### config.mk
export PLATFORM = sky130hd
export DESIGN_NAME = pipeCtrlTop
export DESIGN_NICKNAME = d
export VERILOG_FILES = /design/src/source/pipePkg.sv /design/src/source/instrTiming.sv /design/src/source/stageTracker.sv /design/src/source/hazardDetect.sv /design/src/source/mdTimer.sv /design/src/source/excSequencer.sv /design/src/source/pipeCtrlTop.sv
export VERILOG_INCLUDE_DIRS = /design/src /design/src/source
export SDC_FILE = /design/constraint.sdc
export NUM_CORES = 1
export LEC_CHECK = 0
export ABC_AREA = 1
export BUFFER_PORTS_ARGS = -buffer_cell sky130_fd_sc_hd__buf_4
export CORE_MARGIN = 2
export CORE_UTILIZATION = 54
export CTS_CLUSTER_DIAMETER = 150
export DETAILED_ROUTE_END_ITERATION = 8
export GPL_TIMING_DRIVEN = 0
export PLACE_DENSITY_LB_ADDON = 0.08
export SYNTH_ARGS = -nofsm -noshare
export SYNTH_HDL_FRONTEND = slang
export SYNTH_SLANG_ARGS = --single-unit
### constraint.sdc
create_clock -name clk -period 7.2 [get_ports clk]
set_clock_uncertainty 0.2 [all_clocks]
set_input_delay 0.72 -clock clk [delete_from_list [all_inputs] [get_ports clk]]
set_output_delay 0.72 -clock clk [all_outputs]
set_load 0.03 [all_outputs]
### src/source/pipe_defs.svh
// Width and latency macros for the pipeline control block, included by the package and RTL
`ifndef PIPE_DEFS_SVH
`define PIPE_DEFS_SVH

// Register number width
`define REG_ADDR_W 5

// Instruction address width
`define PC_W 32

// Tuse and Tnew counts
`define T_W 3
`define TUSE_INF 7  // Source never read

// Multiply/divide unit occupancy in cycles
`define MD_MULT_CYCLES 5
`define MD_DIV_CYCLES 10
`define MD_CNT_W 4

`endif

### src/source/pipePkg.sv
// Shared types of the pipeline control block, imported by every RTL module and the testbench
`include "pipe_defs.svh"

package pipePkg;

    typedef logic [`REG_ADDR_W-1:0] regAddr_t;  // GPR number
    typedef logic [`PC_W-1:0] pcVal_t;
    typedef logic [`T_W-1:0] tCycles_t;         // Tuse / Tnew in cycles

    // Decoded opcodes, no real encoding
    typedef enum logic [4:0] {
        NOP, ADDU, SLL, ORI, LUI,
        LW, LB, SW, BEQ, JR,
        JAL, MULT, DIV, MFLO, MTLO,
        MFC0, MTC0, ERET, ILLEGAL
    } instrOp_t;

    // Flush command towards the PC logic
    typedef enum logic [1:0] {
        KC_NONE,
        KC_KTEXT,   // Jump to exception handler
        KC_ERET     // Return to EPC
    } kCtrl_t;

    typedef enum logic {
        KS_USER,
        KS_KERNEL
    } kState_t;

    // One instruction as it moves down the pipe
    typedef struct packed {
        logic valid;
        instrOp_t op;
        regAddr_t rs;
        regAddr_t rt;
        regAddr_t dest;    // Written register, 0 if none
        pcVal_t pc;
        logic bd;          // In a branch delay slot
        tCycles_t tnew;    // Cycles until the result is ready
    } stageRec_t;

endpackage

### src/source/instrTiming.sv
// Tuse/Tnew decode of the ID instruction, feeding the stall logic and the EX stage record
`include "pipe_defs.svh"

module instrTiming import pipePkg::*; (
    input  instrOp_t op,
    output tCycles_t tuseRs,
    output tCycles_t tuseRt,
    output tCycles_t tnewId,
    output logic     isMd
);

    localparam tCycles_t TINF = `TUSE_INF;

    always_comb begin
        tuseRs = TINF;      // Unused unless the opcode says so
        tuseRt = TINF;
        tnewId = '0;
        isMd   = 1'b0;
        case (op)
            ADDU: begin
                tuseRs = tCycles_t'(1);
                tuseRt = tCycles_t'(1);
                tnewId = tCycles_t'(2);
            end
            SLL: begin
                tuseRt = tCycles_t'(1);  // Shift amount is an immediate
                tnewId = tCycles_t'(2);
            end
            ORI: begin
                tuseRs = tCycles_t'(1);
                tnewId = tCycles_t'(2);
            end
            LUI:  tnewId = tCycles_t'(1);
            LW: begin
                tuseRs = tCycles_t'(1);
                tnewId = tCycles_t'(3);
            end
            LB: begin
                tuseRs = tCycles_t'(1);
                tnewId = tCycles_t'(5);  // Extra cycles for byte extract
            end
            SW: begin
                tuseRs = tCycles_t'(1);
                tuseRt = tCycles_t'(2);  // Store data needed in MEM
            end
            BEQ: begin
                tuseRs = '0;
                tuseRt = '0;
            end
            JR:   tuseRs = '0;
            JAL:  tnewId = tCycles_t'(1);
            MULT, DIV: begin
                tuseRs = tCycles_t'(1);
                tuseRt = tCycles_t'(1);
                isMd   = 1'b1;
            end
            MFLO: begin
                tnewId = tCycles_t'(2);
                isMd   = 1'b1;
            end
            MTLO: begin
                tuseRs = tCycles_t'(1);
                isMd   = 1'b1;
            end
            MFC0: tnewId = tCycles_t'(3);
            MTC0: tuseRt = tCycles_t'(2);
            default: ;  // NOP, ERET, ILLEGAL read and write nothing
        endcase
    end

endmodule

### src/source/stageTracker.sv
// EX and MEM stage records with Tnew aging, stall bubbles, flush clearing and macro PC
module stageTracker import pipePkg::*; (
    input  logic      clk,
    input  logic      reset,
    input  stageRec_t idRec,
    input  tCycles_t  tnewId,
    input  logic      stall,
    input  kCtrl_t    kCtrl,
    output stageRec_t exRec,
    output stageRec_t memRec,
    output pcVal_t    macroPc,
    output logic      macroBd
);

    logic flush;

    // One cycle closer to the result, never below zero
    function automatic tCycles_t ageTnew(tCycles_t t);
        return (t == '0) ? '0 : t - tCycles_t'(1);
    endfunction

    assign flush = (kCtrl != KC_NONE);

    always_ff @(posedge clk) begin
        if (reset || flush) begin
            exRec.valid  <= 1'b0;
            memRec.valid <= 1'b0;
        end else begin
            exRec       <= idRec;
            exRec.tnew  <= tnewId;
            exRec.valid <= idRec.valid && !stall;   // Bubble on stall

            memRec      <= exRec;
            memRec.tnew <= ageTnew(exRec.tnew);
        end
    end

    // Oldest valid instruction still able to take an exception
    always_comb begin
        if (memRec.valid) begin
            macroPc = memRec.pc;
            macroBd = memRec.bd;
        end else if (exRec.valid) begin
            macroPc = exRec.pc;
            macroBd = exRec.bd;
        end else if (idRec.valid) begin
            macroPc = idRec.pc;
            macroBd = idRec.bd;
        end else begin
            macroPc = '0;
            macroBd = 1'b0;
        end
    end

endmodule

### src/source/hazardDetect.sv
// Read-after-write and multiply/divide busy stall decision for the ID instruction
module hazardDetect import pipePkg::*; (
    input  stageRec_t idRec,
    input  stageRec_t exRec,
    input  stageRec_t memRec,
    input  tCycles_t  tuseRs,
    input  tCycles_t  tuseRt,
    input  logic      isMd,
    input  logic      mdBusy,
    input  logic      flush,
    output logic      stall
);

    logic rsHit, rtHit, mdHit;

    // Result not ready by the time the source is read
    function automatic logic srcHit(regAddr_t src, tCycles_t tuse,
                                    stageRec_t ex, stageRec_t mem);
        return (src != '0) &&
               ((ex.valid && ex.dest == src && ex.tnew > tuse) ||
                (mem.valid && mem.dest == src && mem.tnew > tuse));
    endfunction

    assign rsHit = srcHit(idRec.rs, tuseRs, exRec, memRec);
    assign rtHit = srcHit(idRec.rt, tuseRt, exRec, memRec);
    assign mdHit = isMd && mdBusy;

    // Flush wins over any stall
    assign stall = idRec.valid && !flush && (rsHit || rtHit || mdHit);

endmodule

### src/source/mdTimer.sv
// Occupancy counter of the multiply/divide unit, started by MULT or DIV in EX
`include "pipe_defs.svh"

module mdTimer import pipePkg::*; (
    input  logic      clk,
    input  logic      reset,
    input  stageRec_t exRec,
    input  logic      flush,
    output logic      mdBusy
);

    logic [`MD_CNT_W-1:0] count;
    logic start;

    // A flushed MULT/DIV never reaches the unit
    assign start = exRec.valid && !flush && (exRec.op == MULT || exRec.op == DIV);

    always_ff @(posedge clk) begin
        if (reset) begin
            count <= '0;
        end else if (start) begin
            if (exRec.op == DIV)
                count <= `MD_CNT_W'(`MD_DIV_CYCLES);
            else
                count <= `MD_CNT_W'(`MD_MULT_CYCLES);
        end else if (count != '0) begin
            count <= count - 1'b1;
        end
    end

    assign mdBusy = (count != '0);

endmodule

### src/source/excSequencer.sv
// Kernel state machine issuing exception and ERET flushes, with the EPC register
module excSequencer import pipePkg::*; (
    input  logic      clk,
    input  logic      reset,
    input  stageRec_t memRec,
    input  logic      irq,
    input  pcVal_t    macroPc,
    output kCtrl_t    kCtrl,
    output pcVal_t    epc
);

    kState_t state;

    // Mealy outputs, same cycle as the cause in MEM
    always_comb begin
        kCtrl = KC_NONE;
        case (state)
            KS_USER:
                if (memRec.valid && (memRec.op == ILLEGAL || irq))
                    kCtrl = KC_KTEXT;
            KS_KERNEL:
                if (memRec.valid && memRec.op == ERET)  // irq masked here
                    kCtrl = KC_ERET;
            default: kCtrl = KC_NONE;
        endcase
    end

    always_ff @(posedge clk) begin
        if (reset) begin
            state <= KS_USER;
            epc   <= '0;
        end else begin
            case (kCtrl)
                KC_KTEXT: begin
                    epc   <= macroPc;   // Resume at the oldest victim
                    state <= KS_KERNEL;
                end
                KC_ERET: state <= KS_USER;
                default: ;
            endcase
        end
    end

endmodule

### src/source/pipeCtrlTop.sv
// Top of the hazard and exception control block, wiring timing decode, stages, stall and kernel FSM
module pipeCtrlTop import pipePkg::*; (
    input  logic      clk,
    input  logic      reset,
    input  stageRec_t instrId,
    input  logic      irq,
    output logic      stall,
    output kCtrl_t    kCtrl,
    output pcVal_t    epc,
    output pcVal_t    macroPc,
    output logic      macroBd
);

    tCycles_t tuseRs, tuseRt, tnewId;
    logic isMd;
    logic mdBusy;
    logic flush;
    stageRec_t exRec, memRec;

    assign flush = (kCtrl != KC_NONE);

    instrTiming timing0 (
        .op     (instrId.op),
        .tuseRs (tuseRs),
        .tuseRt (tuseRt),
        .tnewId (tnewId),
        .isMd   (isMd)
    );

    stageTracker tracker0 (
        .clk     (clk),
        .reset   (reset),
        .idRec   (instrId),
        .tnewId  (tnewId),
        .stall   (stall),
        .kCtrl   (kCtrl),
        .exRec   (exRec),
        .memRec  (memRec),
        .macroPc (macroPc),
        .macroBd (macroBd)
    );

    hazardDetect hazard0 (
        .idRec  (instrId),
        .exRec  (exRec),
        .memRec (memRec),
        .tuseRs (tuseRs),
        .tuseRt (tuseRt),
        .isMd   (isMd),
        .mdBusy (mdBusy),
        .flush  (flush),
        .stall  (stall)
    );

    mdTimer mdTimer0 (
        .clk    (clk),
        .reset  (reset),
        .exRec  (exRec),
        .flush  (flush),
        .mdBusy (mdBusy)
    );

    excSequencer excSeq0 (
        .clk     (clk),
        .reset   (reset),
        .memRec  (memRec),
        .irq     (irq),
        .macroPc (macroPc),
        .kCtrl   (kCtrl),
        .epc     (epc)
    );

endmodule

==> run_results.csv <==
group,metric,value,unit
clocking,cts.sinks,131,
synth,synth.ff_latch_count,131,
pwr,power.clock.fraction,39.9,%
clocking,hold_buffers,0,
sta,setup-violations-final,0,
layout,post_layout_nonfiller_instances,861,
sta,timing.final.max_slew_violations,0,
clocking,clockBufferDepth,2,
clocking,post-cts-setup-buffers,0,
die,initial_core_util,55.8,%
drt,wirelength,13900,microns
pwr,p_seq_share,43.0,%
pwr,totalPowerFinal,2.07,mW
synth,mappedNetlistNets,641,
pwr,power.ir.vdd_worst,0.144,mV
global_routing,globalRouteTotalUtil,24.8,%
layout,post_route_cells_drive_above_1_share,25.7,%
layout,area_growth_syn_to_layout,30.1,%
layout,insertedDiodeCount,0,
clocking,cts_buffers,17,
clocking,clk_root_buffer_cell,"sky130_fd_sc_hd__clkbuf_8",
drt,dr.pass1.iters,5,
die,floorplan.die.width,108,microns
clocking,h_tree_lvl_count,4,
drt,route.vias.total,4713,
synth,synth_area_leaders,"sky130_fd_sc_hd__edfxtp_1, sky130_fd_sc_hd__dfxtp_1, sky130_fd_sc_hd__nand2_1, sky130_fd_sc_hd__o21ai_0, sky130_fd_sc_hd__a22oi_1",
die,placement_rows,37,
synth,syn_area_per_cell,10.2,sq um
layout,fillers,798,
die,design.core.area,10400,sq um
setup_path,critical_path.max_fanout,8,
min_path,min_path_type,"input pin to flip-flop",
sta,slew_headroom,55.4,%
setup_path,worst_setup_path_end_kind,"primary output",
pwr,leakage,3.18,nW
drt,detail-route-antenna-nets,0,
setup_path,crit_path_start_kind,"input pin",
pwr,total_switching_power,0.581,mW
setup_path,worst-setup-path-type,"input pin to primary output",
global_routing,globalRouteOverflowTotal,0,
synth,netlist_area,5790,sq um
clocking,cts_resized,0,
setup_path,critPathArrivalTime,3.29,ns
sta,maxClockFrequency,238,MHz
layout,nNetsFinal,786,
drt,via_per_inst,5.47,
placed_design,gp_congestion,0.847,
synth,yosysUniqueCellTypes,40,
placed_design,placed_cells_incl_taps,829,
die,floorplan.die.height,108,microns
drt,detail_route.drc_violations,0,
sta,final_critical_path_time_including_i_o_delays_and_setup,4.21,ns
pwr,internal_power_of_the_cells,1.49,mW
global_routing,first_global_vias,4562,
placed_design,place.port_buffers,123,
synth,sequential_share_of_the_synthesized_area,61.2,%
pwr,power_density,275,nW/um^2
die,floorplan.die_area,11600,sq um
pwr,share_comb_of_total_power,17.1,%
die,floorplan.io_pins,128,
pwr,power.switching_fraction,28.1,%
global_routing,grt_max_degree,30,
sta,final_cycle_utilization_of_the_critical_path,58.4,%
setup_path,crit_required,6.28,ns
synth,yosys_warnings,0,
synth,yosys.area.top_type,"sky130_fd_sc_hd__edfxtp_1",
global_routing,first_pass_grt_wire_length,22100,microns
placed_design,dp.final_hpwl,10100,microns
sta,rsz0062_at_grt,"no",
sta,transition_time_at_the_pin_with_the_least_slew_margin,0.668,ns
synth,synth_top_area_share,47.7,%
drt,wl_per_cell,16.2,microns
run,max_cap_violations,0,
synth,synthesis.instances,567,
drt,first_iter_violations,327,
sta,hold_ws,0.183,ns
clocking,worst_skew_pair.late_latency,0.51,ns
global_routing,grt_antenna_before_repair,0,
clocking,cts_tree,"done",
clocking,cts.reportedPaths.clkPinSlew,0.06,ns
run_status,status,"finished, final reports clean",
sta,finalHoldViolCount,0,
==> power groups by stage <==
| stage | sequential, mW | combinational, mW | clock [mW] |
|---|---|---|---|
| floorplan | 0.914 | 0.203 | 0 |
| global placement | 0.908 | 0.330 | 0 |
| detailed placement | 0.905 | 0.351 | 0 |
| CTS | 0.890 | 0.354 | 0.830 |
| global route | 0.896 | 0.389 | 0.866 |
| finish | 0.891 | 0.354 | 0.825 |
==> area by class of cell <==
type	count	area, sq um	area share, %
Sequential cell	131	3540	47.0
Multi-Input combinational cell	362	1970	26.1
Timing Repair Buffer	126	998	13.3
Clock buffer	18	418	5.55
Inverter	49	184	2.44
Tap cell	136	170	2.26
Clock inverter	14	150	1.99
Buffer	25	103	1.36
==> stage by stage <==
step           TNS, ns  setup WS [ns]  instance area [sq um]  util, %
2_1_floorplan        0           1.41                   5790        -
3_3_place_gp    -20.56         -0.229                   6880     66.4
3_5_place_dp         0           3.04                   6970     67.2
4_1_cts              0           3.03                   7530     72.7
5_1_grt              0           2.72                   7530     72.7
6_report             0           2.99                   7530     72.7
==> metal layers <==
| metal | wire [microns] | GRT usage [%] |
|---|---|---|
| met2 | 7050 | 42.5 |
| met3 | 970 | 6.48 |
| met1 | 5790 | 31.2 |
| met5 | 0 | 0 |
| met4 | 128 | 6.59 |
==> flip-flops by register name, indices dropped and copies added (netlist names) <==
signal / count
tracker0.exRec: 47
tracker0.memRec: 47
excSeq0.epc: 32
mdTimer0.count: 4
excSeq0.state: 1
==> cell usage after synthesis <==
cell type	n
sky130_fd_sc_hd__nor4b_1	1
sky130_fd_sc_hd__a21oi_1	24
sky130_fd_sc_hd__clkbuf_1	19
sky130_fd_sc_hd__nor2_1	59
sky130_fd_sc_hd__o21bai_1	3
sky130_fd_sc_hd__o21ai_0	60
sky130_fd_sc_hd__nor2_4	1
sky130_fd_sc_hd__o2111ai_1	1
sky130_fd_sc_hd__xor2_1	8
sky130_fd_sc_hd__o22ai_1	2
sky130_fd_sc_hd__inv_1	48
sky130_fd_sc_hd__a21oi_2	1
sky130_fd_sc_hd__nand2_4	1
sky130_fd_sc_hd__nand4_1	6
sky130_fd_sc_hd__nor3b_1	1
sky130_fd_sc_hd__nor3_1	9
sky130_fd_sc_hd__nor2_2	10
sky130_fd_sc_hd__or2_2	1
sky130_fd_sc_hd__nand2_2	5
sky130_fd_sc_hd__buf_2	4
sky130_fd_sc_hd__edfxtp_1	92
sky130_fd_sc_hd__a22oi_1	35
sky130_fd_sc_hd__dfxtp_1	39
sky130_fd_sc_hd__a211oi_1	1
sky130_fd_sc_hd__nor4_2	1
sky130_fd_sc_hd__a221oi_1	2
sky130_fd_sc_hd__nand2_1	90
sky130_fd_sc_hd__inv_2	1
sky130_fd_sc_hd__ha_1	14
sky130_fd_sc_hd__buf_4	1
sky130_fd_sc_hd__nand3b_1	1
sky130_fd_sc_hd__nand3_1	9
sky130_fd_sc_hd__a31oi_1	1
sky130_fd_sc_hd__o21ai_1	6
sky130_fd_sc_hd__o211ai_1	1
sky130_fd_sc_hd__nor4_1	4
sky130_fd_sc_hd__nand3_2	2
sky130_fd_sc_hd__o2111a_1	1
sky130_fd_sc_hd__xnor2_1	1
sky130_fd_sc_hd__buf_1	1
==> layout by cell type (no fill, tap or decap), drive strengths merged, types with 11 or more instances in the layout <==
master,n
ha,14
edfxtp,92
clkbuf,37
buf,132
nor2,70
nand2,96
nand3,11
o21ai,66
inv,55
dfxtp,39
a21oi,25
a22oi,35
==> logic make-up (layout without fill, tap and decap cells) <==
logic type	after synthesis	in the layout	share of synthesized area, %
compound gates	138	138	14.1
xor+xnor	9	9	1.36
fa+ha+maj	14	14	3.03
buf+inv	74	232	4.95
flops	131	131	61.2
simple gates	201	201	15.4
==> worst paths after layout <==
kind                                     startpoint            endpoint  slack [ns]  cells past startpoint
worst min-delay path                    instrId[37]  tracker0.exRec[37]        0.18                      1
worst max register to register  tracker0.memRec[52]  tracker0.exRec[34]        4.68                      9
worst max-delay path                    instrId[55]               stall        2.99                     16
worst min register to register    tracker0.exRec[6]  tracker0.memRec[6]        0.25                      0
==> worst max-delay path, cell delays in order <==
cell and delay [ns]:
sky130_fd_sc_hd__buf_4 0.09, sky130_fd_sc_hd__buf_4 0.15, sky130_fd_sc_hd__inv_1 0.08, sky130_fd_sc_hd__nand2_1 0.11
sky130_fd_sc_hd__nor2_1 0.05, sky130_fd_sc_hd__nor4b_1 0.37, sky130_fd_sc_hd__nand3_1 0.23, sky130_fd_sc_hd__ha_1 0.35
sky130_fd_sc_hd__nand2_1 0.08, sky130_fd_sc_hd__inv_1 0.04, sky130_fd_sc_hd__a221oi_1 0.26, sky130_fd_sc_hd__nand3_1 0.11
sky130_fd_sc_hd__a22oi_1 0.18, sky130_fd_sc_hd__nor2_1 0.10, sky130_fd_sc_hd__a21oi_2 0.18, sky130_fd_sc_hd__buf_4 0.18
No activity file was read; power rests on OpenSTA's default activity.
